==> src/design/cpu_pkg.sv <==
// cpu package: widths, data types, opcodes, field positions, fsm and status enums, opcode classes
`default_nettype none

package cpu_pkg;

    // ------------------------------------------------------------
    // widths and limits
    // ------------------------------------------------------------
    localparam int WORD_W    = 16;
    localparam int BYTE_W    = 8;
    localparam int PC_W      = 8;
    localparam int REG_IDX_W = 3;
    localparam int OP_W      = 5;
    localparam int VAL3_W    = 4;
    localparam int NUM_REGS  = 8;
    localparam int PC_LAST   = 255;

    // instruction field positions (lsb of each field)
    localparam int OP_LSB   = 11;
    localparam int R1_LSB   = 8;
    localparam int R2_LSB   = 4;
    localparam int R3_LSB   = 0;
    localparam int IMM8_LSB = 0;

    typedef logic [WORD_W-1:0]    word_t;
    typedef logic [BYTE_W-1:0]    byte_t;
    typedef logic [PC_W-1:0]      pc_t;
    // word address plus byte select bit
    typedef logic [PC_W:0]        mem_addr_t;
    typedef logic [REG_IDX_W-1:0] reg_idx_t;

    typedef enum logic [OP_W-1:0] {
        NOP  = 5'd0,  HALT = 5'd1,  LOAD = 5'd2,  STORE = 5'd3,
        LDIH = 5'd4,  ADD  = 5'd5,  ADDI = 5'd6,  SUB   = 5'd7,
        SUBI = 5'd8,  CMP  = 5'd9,  AND  = 5'd10, OR    = 5'd11,
        XOR  = 5'd12, SLL  = 5'd13, SRL  = 5'd14, SET   = 5'd15,
        JUMP = 5'd16, JMPR = 5'd17, BZ   = 5'd18, BNZ   = 5'd19,
        BN   = 5'd20, BNN  = 5'd21, BC   = 5'd22, BNC   = 5'd23
    } opcode_e;

    // seven active states per instruction plus idle
    typedef enum logic [2:0] {
        IDLE, IF, IF2, ID, EX, MEM, MEM2, WB
    } state_e;

    typedef enum logic [1:0] {
        RUNNING = 2'd0,
        HALTED  = 2'd1,
        MEM_END = 2'd2
    } run_status_e;

    // ------------------------------------------------------------
    // field extraction and opcode classes
    // ------------------------------------------------------------
    function automatic opcode_e instr_op(word_t w);
        return opcode_e'(w[OP_LSB +: OP_W]);
    endfunction

    function automatic reg_idx_t instr_r1(word_t w);
        return w[R1_LSB +: REG_IDX_W];
    endfunction

    function automatic logic writes_reg(opcode_e op);
        return op inside {LOAD, LDIH, ADD, ADDI, SUB, SUBI, AND, OR, XOR,
                          SLL, SRL, SET};
    endfunction

    function automatic logic sets_flags(opcode_e op);
        return op inside {LDIH, ADD, ADDI, SUB, SUBI, CMP, AND, OR, XOR, SLL, SRL};
    endfunction

    // gr[r1] goes to operand a
    function automatic logic uses_r1_as_a(opcode_e op);
        return op inside {LDIH, ADDI, SUBI, JMPR, BZ, BNZ, BN, BNN, BC, BNC};
    endfunction

    // gr[r2] goes to operand a
    function automatic logic uses_r2_as_a(opcode_e op);
        return op inside {LOAD, STORE, ADD, SUB, CMP, AND, OR, XOR, SLL, SRL};
    endfunction

endpackage

`default_nettype wire

==> src/design/seq_control.sv <==
// sequencing FSM, program counter, instruction register, byte select and run status
`timescale 1ns/1ps
`default_nettype none

module seq_control (
    input  wire                       clk,
    input  wire                       rst_n,
    input  wire                       start,
    input  wire cpu_pkg::byte_t       i_datain,
    input  wire                       branch_taken,
    input  wire cpu_pkg::pc_t         new_pc,
    output cpu_pkg::state_e           state,
    output cpu_pkg::word_t            instr,
    output logic                      byte_sel,
    output cpu_pkg::mem_addr_t        i_addr,
    output cpu_pkg::run_status_e      run_status
);
    import cpu_pkg::*;

    state_e next_state;
    pc_t    pc;
    logic   halt_op;
    logic   at_last;

    assign halt_op = (instr_op(instr) == HALT);
    assign at_last = (pc == pc_t'(PC_LAST));

    // odd byte in the second fetch and second memory cycle
    assign byte_sel = (state == IF2) || (state == MEM2);
    assign i_addr   = {pc, byte_sel};

    // ------------------------------------------------------------
    // next state
    // ------------------------------------------------------------
    always_comb
    begin
        next_state = state;
        case (state)
            IDLE:
                if (start)
                    next_state = IF;
            IF:      next_state = IF2;
            IF2:     next_state = ID;
            ID:      next_state = EX;
            EX:      next_state = MEM;
            MEM:     next_state = MEM2;
            MEM2:    next_state = WB;
            WB:
                if (halt_op || at_last)
                    next_state = IDLE;
                else
                    next_state = IF;
            default: next_state = IDLE;
        endcase
    end

    // state, pc and outcome
    always_ff @(posedge clk or negedge rst_n)
    begin
        if (!rst_n)
        begin
            state      <= IDLE;
            pc         <= '0;
            run_status <= HALTED;
        end
        else
        begin
            state <= next_state;
            if ((state == IDLE) && start)
            begin
                pc         <= '0;
                run_status <= RUNNING;
            end
            else if (state == WB)
            begin
                if (branch_taken)
                    pc <= new_pc;
                else if (!at_last)
                    pc <= pc + 1'b1;

                if (halt_op)
                    run_status <= HALTED;
                else if (at_last)
                    run_status <= MEM_END;
            end
        end
    end

    // instruction assembly, low byte first
    always_ff @(posedge clk or negedge rst_n)
    begin
        if (!rst_n)
            instr <= '0;
        else if (state == IF)
            instr[BYTE_W-1:0] <= i_datain;
        else if (state == IF2)
            instr[WORD_W-1:BYTE_W] <= i_datain;
    end

    state_known_a: assert property (@(posedge clk) disable iff (!rst_n) !$isunknown(state))
        else $error("seq_control: state is unknown");

endmodule

`default_nettype wire

==> src/design/reg_file.sv <==
// general register file with two read ports, word write and byte write paths
`timescale 1ns/1ps
`default_nettype none

module reg_file (
    input  wire                    clk,
    input  wire                    rst_n,
    input  wire cpu_pkg::reg_idx_t rd_a_idx,
    input  wire cpu_pkg::reg_idx_t rd_b_idx,
    input  wire cpu_pkg::reg_idx_t wr_idx,
    input  wire                    wr_word,
    input  wire                    wr_lo,
    input  wire                    wr_hi,
    input  wire cpu_pkg::word_t    wr_data,
    output cpu_pkg::word_t         rd_a,
    output cpu_pkg::word_t         rd_b
);
    import cpu_pkg::*;

    word_t gr [NUM_REGS];

    assign rd_a = gr[rd_a_idx];
    assign rd_b = gr[rd_b_idx];

    always_ff @(posedge clk or negedge rst_n)
    begin
        if (!rst_n)
        begin
            for (int i = 0; i < NUM_REGS; i++)
                gr[i] <= '0;
        end
        else if (wr_word)
            gr[wr_idx] <= wr_data;
        else
        begin
            // load halves arrive one cycle apart
            if (wr_lo)
                gr[wr_idx][BYTE_W-1:0] <= wr_data[BYTE_W-1:0];
            if (wr_hi)
                gr[wr_idx][WORD_W-1:BYTE_W] <= wr_data[WORD_W-1:BYTE_W];
        end
    end

    word_byte_excl_a: assert property (@(posedge clk) disable iff (!rst_n)
        !(wr_word && (wr_lo || wr_hi)))
        else $error("reg_file: word write collides with byte write");

endmodule

`default_nettype wire

==> src/design/operand_decode.sv <==
// operand decode: register index select and operand a, operand b, store data latches
`timescale 1ns/1ps
`default_nettype none

module operand_decode (
    input  wire                    clk,
    input  wire                    rst_n,
    input  wire cpu_pkg::state_e   state,
    input  wire cpu_pkg::word_t    instr,
    input  wire cpu_pkg::word_t    rd_a,
    input  wire cpu_pkg::word_t    rd_b,
    output cpu_pkg::reg_idx_t      rd_a_idx,
    output cpu_pkg::reg_idx_t      rd_b_idx,
    output cpu_pkg::word_t         op_a,
    output cpu_pkg::word_t         op_b,
    output cpu_pkg::word_t         store_data
);
    import cpu_pkg::*;

    opcode_e  op;
    reg_idx_t r2;
    reg_idx_t r3;
    byte_t    imm8;
    logic     b_from_reg;
    word_t    a_next;
    word_t    b_next;

    assign op   = instr_op(instr);
    assign r2   = instr[R2_LSB +: REG_IDX_W];
    assign r3   = instr[R3_LSB +: REG_IDX_W];
    assign imm8 = instr[IMM8_LSB +: BYTE_W];

    // port b reads r3 for register ops, otherwise r1 for store data
    assign rd_a_idx = uses_r1_as_a(op) ? instr_r1(instr) : r2;
    assign rd_b_idx = b_from_reg ? r3 : instr_r1(instr);

    // jump and set see zero on operand a
    assign a_next = (uses_r1_as_a(op) || uses_r2_as_a(op)) ? rd_a : '0;

    // ------------------------------------------------------------
    // operand b source
    // ------------------------------------------------------------
    always_comb
    begin
        b_from_reg = 1'b0;
        case (op)
            LOAD, STORE, SLL, SRL:
                b_next = word_t'(instr[VAL3_W-1:0]);
            ADDI, SUBI, SET, JUMP, JMPR, BZ, BNZ, BN, BNN, BC, BNC:
                b_next = word_t'(imm8);
            LDIH:
                b_next = {imm8, byte_t'(0)};
            ADD, SUB, CMP, AND, OR, XOR:
            begin
                b_from_reg = 1'b1;
                b_next     = rd_b;
            end
            default:
                b_next = '0;
        endcase
    end

    always_ff @(posedge clk or negedge rst_n)
    begin
        if (!rst_n)
        begin
            op_a       <= '0;
            op_b       <= '0;
            store_data <= '0;
        end
        else if (state == ID)
        begin
            op_a <= a_next;
            op_b <= b_next;
            if (op == STORE)
                store_data <= rd_b;
        end
    end

endmodule

`default_nettype wire

==> src/design/alu_execute.sv <==
// ALU, zero/negative/carry flags, result register and branch decision
`timescale 1ns/1ps
`default_nettype none

module alu_execute (
    input  wire                    clk,
    input  wire                    rst_n,
    input  wire cpu_pkg::state_e   state,
    input  wire cpu_pkg::word_t    instr,
    input  wire cpu_pkg::word_t    op_a,
    input  wire cpu_pkg::word_t    op_b,
    output cpu_pkg::word_t         result,
    output logic                   branch_taken,
    output cpu_pkg::pc_t           new_pc
);
    import cpu_pkg::*;

    opcode_e         op;
    logic [WORD_W:0] sum;
    logic [WORD_W:0] diff;
    word_t           alu_out;
    logic            alu_carry;
    logic            zf;
    logic            nf;
    logic            cf;

    assign op = instr_op(instr);

    // bit 16 is the carry out, or the borrow for subtraction
    assign sum  = {1'b0, op_a} + {1'b0, op_b};
    assign diff = {1'b0, op_a} - {1'b0, op_b};

    // ------------------------------------------------------------
    // combinational ALU
    // ------------------------------------------------------------
    always_comb
    begin
        alu_carry = cf;
        case (op)
            ADD, ADDI, LDIH: {alu_carry, alu_out} = sum;
            SUB, SUBI, CMP:  {alu_carry, alu_out} = diff;
            AND:
            begin
                alu_out   = op_a & op_b;
                alu_carry = 1'b0;
            end
            OR:
            begin
                alu_out   = op_a | op_b;
                alu_carry = 1'b0;
            end
            XOR:
            begin
                alu_out   = op_a ^ op_b;
                alu_carry = 1'b0;
            end
            SLL:        alu_out = op_a << op_b[VAL3_W-1:0];
            SRL:        alu_out = op_a >> op_b[VAL3_W-1:0];
            SET, JUMP:  alu_out = op_b;
            // address and branch target math
            default:    alu_out = sum[WORD_W-1:0];
        endcase
    end

    always_ff @(posedge clk or negedge rst_n)
    begin
        if (!rst_n)
        begin
            result <= '0;
            zf     <= 1'b0;
            nf     <= 1'b0;
            cf     <= 1'b0;
        end
        else if (state == EX)
        begin
            result <= alu_out;
            if (sets_flags(op))
            begin
                cf <= alu_carry;
                zf <= (alu_out == '0);
                nf <= alu_out[WORD_W-1];
            end
        end
    end

    // ------------------------------------------------------------
    // branch decision on flags of the last flag-setting op
    // ------------------------------------------------------------
    always_comb
    begin
        case (op)
            JUMP, JMPR: branch_taken = 1'b1;
            BZ:         branch_taken = zf;
            BNZ:        branch_taken = !zf;
            BN:         branch_taken = nf;
            BNN:        branch_taken = !nf;
            BC:         branch_taken = cf;
            BNC:        branch_taken = !cf;
            default:    branch_taken = 1'b0;
        endcase
    end

    assign new_pc = result[PC_W-1:0];

endmodule

`default_nettype wire

==> src/design/result_writeback.sv <==
// byte-serial data memory port, load byte routing and register write control
`timescale 1ns/1ps
`default_nettype none

module result_writeback (
    input  wire cpu_pkg::state_e   state,
    input  wire cpu_pkg::word_t    instr,
    input  wire                    byte_sel,
    input  wire cpu_pkg::word_t    result,
    input  wire cpu_pkg::word_t    store_data,
    input  wire cpu_pkg::byte_t    d_datain,
    output cpu_pkg::mem_addr_t     d_addr,
    output logic                   d_we,
    output cpu_pkg::byte_t         d_dataout,
    output cpu_pkg::reg_idx_t      wr_idx,
    output logic                   wr_word,
    output logic                   wr_lo,
    output logic                   wr_hi,
    output cpu_pkg::word_t         wr_data
);
    import cpu_pkg::*;

    opcode_e op;
    logic    mem_phase;

    assign op        = instr_op(instr);
    assign mem_phase = (state == MEM) || (state == MEM2);

    // ------------------------------------------------------------
    // data memory side
    // ------------------------------------------------------------
    // word address from the ALU with the byte select as lsb
    assign d_addr    = {result[PC_W-1:0], byte_sel};
    assign d_we      = mem_phase && (op == STORE);
    assign d_dataout = byte_sel ? store_data[WORD_W-1:BYTE_W] : store_data[BYTE_W-1:0];

    // ------------------------------------------------------------
    // register write side
    // ------------------------------------------------------------
    assign wr_idx  = instr_r1(instr);
    assign wr_lo   = (state == MEM) && (op == LOAD);
    assign wr_hi   = (state == MEM2) && (op == LOAD);
    assign wr_word = (state == WB) && writes_reg(op) && (op != LOAD);

    // load byte on both halves and the byte enable picks one
    assign wr_data = wr_word ? result : {d_datain, d_datain};

endmodule

`default_nettype wire

==> src/design/serial_cpu_top.sv <==
// serial CPU top level connecting sequencer, register file, decode, ALU and writeback
`timescale 1ns/1ps
`default_nettype none

module serial_cpu_top (
    input  wire                       clk,
    input  wire                       rst_n,
    input  wire                       start,
    input  wire cpu_pkg::byte_t       i_datain,
    input  wire cpu_pkg::byte_t       d_datain,
    output cpu_pkg::mem_addr_t        i_addr,
    output cpu_pkg::mem_addr_t        d_addr,
    output logic                      d_we,
    output cpu_pkg::byte_t            d_dataout,
    output cpu_pkg::run_status_e      run_status
);
    import cpu_pkg::*;

    state_e   state;
    word_t    instr;
    logic     byte_sel;
    logic     branch_taken;
    pc_t      new_pc;
    reg_idx_t rd_a_idx;
    reg_idx_t rd_b_idx;
    word_t    rd_a;
    word_t    rd_b;
    word_t    op_a;
    word_t    op_b;
    word_t    store_data;
    word_t    result;
    reg_idx_t wr_idx;
    logic     wr_word;
    logic     wr_lo;
    logic     wr_hi;
    word_t    wr_data;

    seq_control seq_control_i (
        .clk          (clk),
        .rst_n        (rst_n),
        .start        (start),
        .i_datain     (i_datain),
        .branch_taken (branch_taken),
        .new_pc       (new_pc),
        .state        (state),
        .instr        (instr),
        .byte_sel     (byte_sel),
        .i_addr       (i_addr),
        .run_status   (run_status)
    );

    reg_file reg_file_i (
        .clk      (clk),
        .rst_n    (rst_n),
        .rd_a_idx (rd_a_idx),
        .rd_b_idx (rd_b_idx),
        .wr_idx   (wr_idx),
        .wr_word  (wr_word),
        .wr_lo    (wr_lo),
        .wr_hi    (wr_hi),
        .wr_data  (wr_data),
        .rd_a     (rd_a),
        .rd_b     (rd_b)
    );

    operand_decode operand_decode_i (
        .clk        (clk),
        .rst_n      (rst_n),
        .state      (state),
        .instr      (instr),
        .rd_a       (rd_a),
        .rd_b       (rd_b),
        .rd_a_idx   (rd_a_idx),
        .rd_b_idx   (rd_b_idx),
        .op_a       (op_a),
        .op_b       (op_b),
        .store_data (store_data)
    );

    alu_execute alu_execute_i (
        .clk          (clk),
        .rst_n        (rst_n),
        .state        (state),
        .instr        (instr),
        .op_a         (op_a),
        .op_b         (op_b),
        .result       (result),
        .branch_taken (branch_taken),
        .new_pc       (new_pc)
    );

    result_writeback result_writeback_i (
        .state      (state),
        .instr      (instr),
        .byte_sel   (byte_sel),
        .result     (result),
        .store_data (store_data),
        .d_datain   (d_datain),
        .d_addr     (d_addr),
        .d_we       (d_we),
        .d_dataout  (d_dataout),
        .wr_idx     (wr_idx),
        .wr_word    (wr_word),
        .wr_lo      (wr_lo),
        .wr_hi      (wr_hi),
        .wr_data    (wr_data)
    );

endmodule

`default_nettype wire

==> config.mk <==
export PLATFORM = sky130hd
export DESIGN_NAME = serial_cpu_top
export DESIGN_NICKNAME = d
export VERILOG_FILES = /design/src/design/cpu_pkg.sv /design/src/design/seq_control.sv /design/src/design/reg_file.sv /design/src/design/operand_decode.sv /design/src/design/alu_execute.sv /design/src/design/result_writeback.sv /design/src/design/serial_cpu_top.sv
export SDC_FILE = /design/constraint.sdc
export NUM_CORES = 1
export LEC_CHECK = 0
export ABC_AREA = 0
export BUFFER_PORTS_ARGS = -buffer_cell sky130_fd_sc_hd__buf_2
export CAP_MARGIN = 20
export CORE_MARGIN = 2
export CORE_UTILIZATION = 63
export DETAILED_ROUTE_END_ITERATION = 10
export GPL_TIMING_DRIVEN = 0
export PLACE_DENSITY = 0.86
export SETUP_SLACK_MARGIN = 0.1
export SLEW_MARGIN = 20
export SYNTH_ARGS = -nofsm -noshare
export SYNTH_HDL_FRONTEND = slang
export SYNTH_HIERARCHICAL = 1
export SYNTH_SLANG_ARGS = --single-unit
==> constraint.sdc <==
create_clock -name clk -period 4.74 [get_ports clk]
set_input_delay 1.422 -clock clk [delete_from_list [all_inputs] [get_ports clk]]
set_output_delay 1.422 -clock clk [all_outputs]
set_load 0.05 [all_outputs]
=== Yosys cells after proc, flatten, opt, wreduce, memory -nomap -nowiden ===
Index checks and enable logic that the tools add are counted.

* Register bits: 224
* Bits of input ports: 19
* Output and inout bits: 29
* Logic and storage cells: 147

* Add/subtract/negate cells: 3
* Order comparisons: 4
* Eq/ne operators: 34
* Shift operators: 2
* Multiplexer cells: 40
* Bitwise logic cells: 7
* Reduce and logical (&&, ||, !) cells: 37

{| class="wikitable"
|+ Operators by type and width
! kind !! count
|-
| $mux W128 || 4
|-
| $bwmux W128 || 3
|-
| $demux W16 S3 || 3
|-
| $mux W16 || 8
|-
| $pmux W16 S7 || 1
|-
| $bmux W16 S3 || 2
|-
| $pmux W16 S4 || 1
|-
| $mux W8 || 6
|-
| $eq A5 B4 Y1 const B || 8
|-
| $eq A5 B5 Y1 const B || 8
|-
| $pmux W3 S8 || 1
|-
| $eq A5 B3 Y1 const B || 4
|-
| $reduce_bool A10 Y1 || 2
|-
| $add A16 B16 Y17 || 1
|-
| $sub A16 B16 Y17 || 1
|-
| $and A16 B16 Y16 || 1
|-
| $logic_not A16 Y1 || 1
|-
| $or A16 B16 Y16 || 1
|-
| $shl A16 B4 Y16 || 1
|-
| $shr A16 B4 Y16 || 1
|-
| $xor A16 B16 Y16 || 1
|-
| $eq A3 B3 Y1 const B || 4
|-
| $ge A4 B4 Y1 const B || 3
|-
| $not A3 Y4 || 3
|-
| 31 further kinds || 58
|}

=== Logic depth before layout (Yosys ltp) ===
Gate-level depths: netlist of run 1.

* Depth in word-level cells: 11
* Depth in mapped cells: 14

=== By module ===
Netlist of run 1, hierarchy kept.

{| class="wikitable"
|+ Modules (own cells, without submodules)
! module !! times used !! cells each !! area an instance (um2) !! seq. area each (um2)
|-
| reg_file || 1 || 401 || 6839.1 || 3203.1
|-
| alu_execute || 1 || 703 || 5251.3 || 475.5
|-
| operand_decode || 1 || 173 || 2199.6 || 1201.2
|-
| seq_control || 1 || 128 || 1461.4 || 726.9
|-
| result_writeback || 1 || 50 || 500.5 || 0.0
|}

=== Worst setup path before layout of run 1 ===
No wires, ideal clock.

* Path kind: register to register
* Start: register operand_decode_i.op_b[2]
* End: register alu_execute_i.zf
* Setup time: 76 ps
* Arrival time: 3514 ps
* Data required time: 4664 ps
* Setup slack: 1150 ps
* Stages on the path, launching flop included: 15
* Clock period less this slack: 3590 ps
* Cells stage by stage: dfrtp_1 -> buf_2 -> inv_1 -> buf_1 -> ha_1 -> clkbuf_1 -> nor2b_1 -> o211ai_1 -> and3_1 -> o41ai_2 -> or3b_2 -> a31oi_1 -> nand3_1 -> or4_1 -> o21ai_1

* Longest elaborated chain between the ends: 3
* Elaborated cells between the ends (all ways): 9
* Classes of those cells: add/sub (2); shift (2); mux (1); bitwise (3); reduce/logical (1)

{| class="wikitable"
|+ RTL lines
! element !! RTL line !! RTL
|-
| start: declaration || operand_decode.sv:15 || <nowiki>output cpu_pkg::word_t op_b,</nowiki>
|-
| start signal: assignment || operand_decode.sv:74 || <nowiki>op_b <= b_next;</nowiki>
|-
| $add A16 B16 Y17, or another cell as far along || alu_execute.sv:30 || <nowiki>assign sum = {1'b0, op_a} + {1'b0, op_b};</nowiki>
|-
| $pmux W16 S7 (*) || alu_execute.sv:39 || <nowiki>case (op)</nowiki>
|-
| $logic_not A16 Y1 (*) || alu_execute.sv:80 || <nowiki>zf <= (alu_out == '0);</nowiki>
|-
| end signal: assignment || alu_execute.sv:80 ||
|-
| end: declaration || alu_execute.sv:23 || <nowiki>logic zf;</nowiki>
|}

Every way passes the cells marked *; elsewhere a longest branch is shown, timed or not.
A chain may end at the register's enable or synchronous reset.

=== Worst setup path after layout of run 1 ===
Ends and elaborated chain as after synthesis.

==> results of run 1 <==
==> synth_stat cells, types with 14 or more instances <==
library cell / n
sky130_fd_sc_hd__a211oi_1: 14
sky130_fd_sc_hd__nand2_1: 76
sky130_fd_sc_hd__nor2_1: 88
sky130_fd_sc_hd__and2_1: 14
sky130_fd_sc_hd__dfrtp_1: 223
sky130_fd_sc_hd__buf_4: 28
sky130_fd_sc_hd__clkbuf_1: 54
sky130_fd_sc_hd__inv_1: 50
sky130_fd_sc_hd__ha_1: 50
sky130_fd_sc_hd__mux2i_1: 19
sky130_fd_sc_hd__o21ai_0: 52
sky130_fd_sc_hd__nand3_1: 24
sky130_fd_sc_hd__nor3_1: 22
sky130_fd_sc_hd__buf_2: 30
sky130_fd_sc_hd__a221oi_1: 14
sky130_fd_sc_hd__a22o_1: 21
sky130_fd_sc_hd__mux2_2: 211
sky130_fd_sc_hd__nor2b_1: 15
sky130_fd_sc_hd__mux4_2: 85
sky130_fd_sc_hd__a21oi_1: 64
==> flip-flops by register name (all words and copies together) (netlist names), 2 cells and up <==
name / flops
reg_file_i/gr: 128
alu_execute_i/result: 16
operand_decode_i/op_a: 16
operand_decode_i/op_b: 16
operand_decode_i/store_data: 16
seq_control_i/instr: 16
seq_control_i/pc: 8
seq_control_i/state: 3
seq_control_i/run_status: 2
==> report_power, final <==
| part | internal (µW) | total [µW] | switching [µW] |
|---|---|---|---|
| Combinational | 3810 | 9340 | 5530 |
| Clock | 1090 | 1880 | 792 |
| Sequential | 2630 | 3670 | 1040 |
| Total | 7530 | 14900 | 7360 |
==> worst max-delay path by stage <==
stage / startpoint / to / slack [ns] / cells after the start
after floorplan: operand_decode_i/op_b[2] / alu_execute_i/zf / 1.15 / 14
after global placement: rst_n / alu_execute_i/result[12] / -1.43 / 1
after detailed placement: operand_decode_i/op_b[2] / alu_execute_i/zf / -0.08 / 14
after CTS: operand_decode_i/op_b[2] / alu_execute_i/zf / 0.24 / 14
after global routing: operand_decode_i/op_b[2] / alu_execute_i/zf / 0.12 / 14
final: operand_decode_i/op_b[2] / alu_execute_i/zf / 0.24 / 14
==> timing repair <==
| item | CTS | global route |
|---|---|---|
| hold endpoints to repair | 0 | 0 |
| gates resized for setup | 1 | 5 |
| setup endpoints to repair | 1 | 1 |
==> area by class of cell <==
type | count | area, µm²
Inverter | 53 | 199
Multi-Input combinational cell | 1052 | 9790
Clock buffer | 40 | 751
Fill cell | 1681 | 7440
Antenna cell | 1 | 2.50
Tap cell | 330 | 413
Sequential cell | 224 | 5610
Clock inverter | 4 | 51.3
Buffer | 126 | 701
Timing Repair Buffer | 49 | 300
==> through the flow <==
step / worst slack [ns] / hold WS [ns]
6_report: 0.238 / 0.486
5_1_grt: 0.122 / 0.515
4_1_cts: 0.237 / 0.485
3_5_place_dp: -0.0756 / 0.471
3_3_place_gp: -1.43 / 0.461
2_1_floorplan: 1.15 / 0.444
==> worst reg2reg max path: cells and delay by family (launching register included) <==
kind	cells	cell delay, ns
AND/OR/NAND/NOR	5	1.68
adder cells (fa/ha/maj)	1	0.30
buffers and inverters	4	0.95
flip-flops	1	0.46
AO/OA/AOI/OAI	4	1.04
==> cells in the final DEF (no fill, tap or decap), types with 7 or more instances in the layout <==
cell	n
sky130_fd_sc_hd__o31ai_1	9
sky130_fd_sc_hd__inv_1	50
sky130_fd_sc_hd__buf_2	77
sky130_fd_sc_hd__mux2_1	12
sky130_fd_sc_hd__o21ai_0	52
sky130_fd_sc_hd__nand3_1	24
sky130_fd_sc_hd__clkbuf_8	9
sky130_fd_sc_hd__o211ai_1	9
sky130_fd_sc_hd__a221o_1	12
sky130_fd_sc_hd__a211oi_1	12
sky130_fd_sc_hd__mux2_4	9
sky130_fd_sc_hd__dfrtp_1	223
sky130_fd_sc_hd__nand2b_1	9
sky130_fd_sc_hd__a21oi_1	64
sky130_fd_sc_hd__buf_4	28
sky130_fd_sc_hd__nor2b_1	15
sky130_fd_sc_hd__a32oi_1	12
sky130_fd_sc_hd__mux2i_1	19
sky130_fd_sc_hd__clkbuf_1	61
sky130_fd_sc_hd__a2111oi_0	7
sky130_fd_sc_hd__a22oi_1	9
sky130_fd_sc_hd__mux4_2	85
sky130_fd_sc_hd__mux2_2	211
sky130_fd_sc_hd__nand2_1	76
sky130_fd_sc_hd__and2_1	14
sky130_fd_sc_hd__a221oi_1	14
sky130_fd_sc_hd__nor2_1	88
sky130_fd_sc_hd__and3_1	11
sky130_fd_sc_hd__clkbuf_16	24
sky130_fd_sc_hd__nand4_1	8
sky130_fd_sc_hd__xnor2_1	9
sky130_fd_sc_hd__o22ai_1	7
sky130_fd_sc_hd__a22o_1	21
sky130_fd_sc_hd__buf_6	9
sky130_fd_sc_hd__ha_1	50
sky130_fd_sc_hd__nor3_1	22
==> logic make-up (layout without fill, tap and decap cells) <==
group | after synthesis | in the layout | share of synthesized area (%)
AO/OA/AOI/OAI | 312 | 312 | 14.0
XOR/XNOR | 12 | 12 | 0.647
adder cells (fa/ha/maj) | 52 | 52 | 4.10
buffers and inverters | 179 | 272 | 5.53
flip-flops | 224 | 224 | 34.5
multiplexers | 336 | 336 | 29.2
other | 0 | 1 | 0
AND/OR/NAND/NOR | 340 | 340 | 12.0
==> layer usage <==
metal  routed length (µm)  up-vias
met3                 5460      232
met1                20200     6756
met5                    0        -
li1                     -     5669
met4                 3950        0
met2                25900      979
==> impl_metrics.yaml, run 1 <==
run_status:
  outcome: "completed"
cts:
  clk_latency_ns: 0.54
  cts_max_level: 1
  cts_inserted_buffers: 24
  clock_sink_count: 224
  cts_max_path_buffers: 3
  clk_pin_slew_ns: 0.06
  cts_tree: "built"
  post_cts_hold_buffer_count: 0
  cts_root_buffer: "sky130_fd_sc_hd__clkbuf_16"
  cts_setup_buffers: 0
setup_path:
  worst_r2r_path_depth: 14
  worst-endpoint-required_ns: 5.20
  critPathTopFamily: "simple AND/OR/NAND/NOR gates"
  cp_data_arrival_time_ns: 4.96
  timing.reg2reg.setup_slack_ns: 0.24
  crit_path_max_fanout: 11
  cp_num_buf_inv: 4
  cp_slowest_cell: "sky130_fd_sc_hd__or4_1"
  timing.critical_path.cells: "buf_2, inv_1, buf_2, ha_1, clkbuf_1, nor2b_1, o211ai_1, and3_1, o41ai_2, or3b_2, a31oi_4, nand3_1, or4_1, o21ai_1"
  critical_path.reg2reg.endpoint: "alu_execute_i/zf"
  rr_startpoint: "operand_decode_i/op_b[2]"
  worst_setup_path_end_kind: "register"
  setup.worst_path.class: "reg -> reg"
  critical_path.startpoint_type: "register"
  path_common_cell: "sky130_fd_sc_hd__buf_2"
  max_stage_delay_ns: 0.64
timing:
  final_hold_viol_count: 0
  period_minus_slack_ns: 4.50
  share_of_the_clock_period_used_by_the_worst_path_after_layout_pct: 95.0
  worst_clk_skew_ns: 0.0143
  fin_tns_setup_ns: 0
  max_slew_headroom_pct: 14.4
  worst_slew_pin_slew_ns: 1.27
  rsz0062_at_grt: "false"
  final-setup-viol-count: 0
  report.final.slew_viol_count: 0
  maxClockFrequency_mhz: 222
finish:
  layout-drive-gt1-share_pct: 33.3
  layout.cells.non_filler: 1879
  layout-area-overhead-vs-synth_pct: 9.59
  fin_util_pct: 70.5
  design.final.nets: 1601
  final_cell_area_um2: 17800
routing:
  vias_per_cell: 7.26
  detail_route.wl_per_cell_um: 29.6
  first_iter_violations: 1939
  totalWireLength_um: 55600
  number_of_nets_with_antenna_violations_after_routing: 0
  first_pass_iters: 7
  detailroute.via_count: 13600
  drc_viols: 0
yosys:
  synth_async_sr_flop_share_pct: 100
  synth.area.top_cells: "sky130_fd_sc_hd__dfrtp_1 (34%), sky130_fd_sc_hd__mux2_2 (15%), sky130_fd_sc_hd__mux4_2 (12%)"
  synth.avg_cell_area_um2: 11.2
  ys_types: 105
  mappedNetlistArea_um2: 16300
  synth_top_cell_by_area: "sky130_fd_sc_hd__dfrtp_1"
  yosys_register_bits: 224
  dominant_register_cell_in_the_synthesized_netlist: "sky130_fd_sc_hd__dfrtp_1"
  synth_nets: 1526
  synth_enable_flop_cells: 0
  synthesis.yosys.warnings: 6
  post_synthesis_cell_count: 1455
  synth.yosys.seq_area_share_pct: 34.5
  synth_top_area_share_pct: 34.3
floorplan:
  die_area_um2: 27100
  starting_utilization_of_the_core_area_pct: 64.4
  floorplan.core_area_um2: 25300
  chipWidth_um: 165
  placementRows: 58
  die_height_um: 165
  boundaryPins: 48
global_routing:
  grt_start_max_net_pins: 87
  gr-usage-met2_pct: 66.6
  globalRouteMet1Util_pct: 52.9
  met3_capacity_usage_during_global_routing_pct: 7.99
  grt_overflow: 0
  grt-busiest-layer: "met2"
  grt_pass1_vias: 13500
  globalRouteTotalUtil_pct: 41.5
  antenna_found_initial: 1
  first_pass_grt_wire_length_um: 83300
placement:
  numPortBuffers: 47
  dp_cells: 1834
  globalplace.congestion: 0.991
  place_hpwl_um: 40000
  dpl_cell_area_um2: 17000
min_path:
  end_of_the_worst_hold_path: "operand_decode_i/store_data[9]"
  timing.hold.worst.start: "operand_decode_i/store_data[9]"
  min_path_type: "reg -> reg"
  hold_path_depth: 1
pwr:
  power.density_cell_area_nw_per_um2: 836
  peakVddDrop_mv: 0.594
  fin_total_pwr_uw: 14900
  p_leak_uw: 0.00765
flow_run:
  timing.max_cap.violations: 0
Note: power is estimated with default switching activity, not from simulation.
==> inputs of run 2 (changes only) <==
--- a/config.mk
+++ b/config.mk
@@ -12,6 +12,7 @@
 export CORE_UTILIZATION = 63
 export DETAILED_ROUTE_END_ITERATION = 10
 export GPL_TIMING_DRIVEN = 0
+export MAX_ROUTING_LAYER = met4
 export PLACE_DENSITY = 0.86
 export SETUP_SLACK_MARGIN = 0.1
 export SLEW_MARGIN = 20
==> impl_metrics.yaml, run 2 (synthesis gave the netlist of run 1 again) <==
setup_path:
  cp_slowest_cell: "sky130_fd_sc_hd__clkbuf_1"
  timing.critical_path.to: "operand_decode_i/op_b[12]"
  crit_start: "seq_control_i/instr[14]"
  critPathTopFamily: "buffers and inverters"
  rr_startpoint: "seq_control_i/instr[14]"
  setup.worst_path.class: "reg -> reg"
  timing.reg2reg.setup_slack_ns: 0.37
  critical_path.reg2reg.endpoint: "operand_decode_i/op_b[12]"
  crit_path_max_fanout: 13
  cp_data_arrival_time_ns: 4.75
  critical_path_depth: 12
  worst_setup_path_end_kind: "register"
  cp_num_buf_inv: 4
  worst_r2r_path_depth: 12
  timing.critical_path.cells: "buf_2, xor2_1, a221o_1, buf_6, and2_4, mux2_2, clkbuf_1, clkbuf_1, mux4_2, mux2_2, a32oi_1, a21oi_1"
  critical_path.startpoint_type: "register"
  worst-endpoint-required_ns: 5.12
  max_stage_delay_ns: 0.73
routing:
  number_of_nets_with_antenna_violations_after_routing: 0
  totalWireLength_um: 57300
  first_iter_violations: 2004
  vias_per_cell: 7.38
  first_pass_iters: 7
  detailroute.via_count: 13900
  detail_route.wl_per_cell_um: 30.5
  drc_viols: 0
placement:
  dpl_worst_slack_ns: -0.144
  dp_cells: 1834
  globalplace.congestion: 1.01
  place_hpwl_um: 41100
  numPortBuffers: 47
floorplan:
  starting_utilization_of_the_core_area_pct: 64.4
  boundaryPins: 48
  die_area_um2: 27100
  chipWidth_um: 165
  floorplan.core_area_um2: 25300
  placementRows: 58
  die_height_um: 165
cts:
  clk_latency_ns: 0.55
  clk_pin_slew_ns: 0.06
  cts_max_path_buffers: 3
  cts_root_buffer: "sky130_fd_sc_hd__clkbuf_16"
  clock_sink_count: 224
  cts_inserted_buffers: 25
  cts_tree: "built"
  cts_max_level: 1
flow_run:
  timing.max_cap.violations: 0
global_routing:
  antenna_found_initial: 0
  globalRouteTotalUtil_pct: 44.7
  first_pass_grt_wire_length_um: 87000
  grt_start_max_net_pins: 98
  grt_pass1_vias: 13800
  grt_overflow: 0
finish:
  max_flop_register: "reg_file_i/gr"
  antenna_cells_inserted: 0
  flip_flop_count_of_the_largest_register_all_copies_and_words_added: 128
  layout.cells.non_filler: 1879
  final_cell_mix: "sky130_fd_sc_hd__dfrtp_1 (223), sky130_fd_sc_hd__mux2_2 (211), sky130_fd_sc_hd__nor2_1 (88)"
  layout-area-overhead-vs-synth_pct: 9.57
  most_common_cell_after_layout_fill_and_taps_aside: "sky130_fd_sc_hd__dfrtp_1"
  layout-drive-gt1-share_pct: 33.7
  design.final.nets: 1602
timing:
  worst_slew_pin_slew_ns: 1.14
  rsz0062_at_grt: "false"
  worst_clk_skew_ns: 0.0405
  maxClockFrequency_mhz: 229
  fin_tns_setup_ns: 0
  final-setup-viol-count: 0
  period_minus_slack_ns: 4.37
  final_hold_viol_count: 0
  final.setup.worst_slack_ns: 0.368
  report.final.slew_viol_count: 0
  max_slew_headroom_pct: 23.5
  share_of_the_clock_period_used_by_the_worst_path_after_layout_pct: 92.2
pwr:
  peakVddDrop_mv: 0.561
  p_leak_uw: 0.00766
  power.density_cell_area_nw_per_um2: 843
min_path:
  min_path_type: "reg -> reg"
run_status:
  outcome: "completed"
[run 2: worst min path at each step]
| stage | startpoint | end | cells after the start |
|---|---|---|---|
| final | operand_decode_i/store_data[4] | operand_decode_i/store_data[4] | 1 |
| after global routing | operand_decode_i/store_data[8] | operand_decode_i/store_data[8] | 1 |
| after CTS | operand_decode_i/store_data[8] | operand_decode_i/store_data[8] | 1 |
| after detailed placement | operand_decode_i/store_data[9] | operand_decode_i/store_data[9] | 1 |
| after global placement | operand_decode_i/store_data[9] | operand_decode_i/store_data[9] | 1 |
| after floorplan | alu_execute_i/result[15] | alu_execute_i/result[15] | 2 |
[run 2: report_power, final]
part	internal [µW]	total, µW	leakage (µW)	switching, µW
registers	2630	3690	0.00293	1050
logic	3810	9430	0.00433	5620
clock network	1090	1890	0.000398	804
[run 2: layout make-up]
class	instances	area [µm²]
fillers	1730	7450
clock inverters	13	110
repair buffers	49	300
inverters	53	199
clock buffers	32	692
multi-input cells	1052	9790
flip-flops and latches	224	5610
well taps	330	413
plain buffers	126	701
[run 2: worst register-to-register path, cell delays in order (launching register included)]
cell and delay [ns]:
sky130_fd_sc_hd__dfrtp_1 0.64, sky130_fd_sc_hd__buf_2 0.31, sky130_fd_sc_hd__xor2_1 0.12, sky130_fd_sc_hd__a221o_1 0.34, sky130_fd_sc_hd__buf_6 0.16, sky130_fd_sc_hd__and2_4 0.19
sky130_fd_sc_hd__mux2_2 0.24, sky130_fd_sc_hd__clkbuf_1 0.31, sky130_fd_sc_hd__clkbuf_1 0.73, sky130_fd_sc_hd__mux4_2 0.42, sky130_fd_sc_hd__mux2_2 0.32, sky130_fd_sc_hd__a32oi_1 0.31
sky130_fd_sc_hd__a21oi_1 0.11
[run 2: routing by layer]
metal	wire length, µm	global-route usage, %	share of wire (%)
met5	0	-	0
met2	26300	68.7	46
met3	5580	8.56	9.7
met1	20800	54.8	36
met4	4590	28.4	8.0
[run 2: what timing repair did]
item / in CTS / in global routing
cloned: 0 / 0
resized for setup: 1 / 5
hold buffers: 0 / 0
setup endpoints to repair: 1 / 1
setup buffers: 0 / 0
[run 2: through the flow]
stage	total power, µW	utilization [%]	hold WS (ns)	cell area [µm²]
floorplan	9740	-	0.444	16300
global placement	12300	66.9	0.462	16900
detailed placement	12600	67.2	0.479	17000
CTS	14600	70.4	0.500	17800
global route	15600	70.5	0.518	17800
finish	15000	70.5	0.505	17800
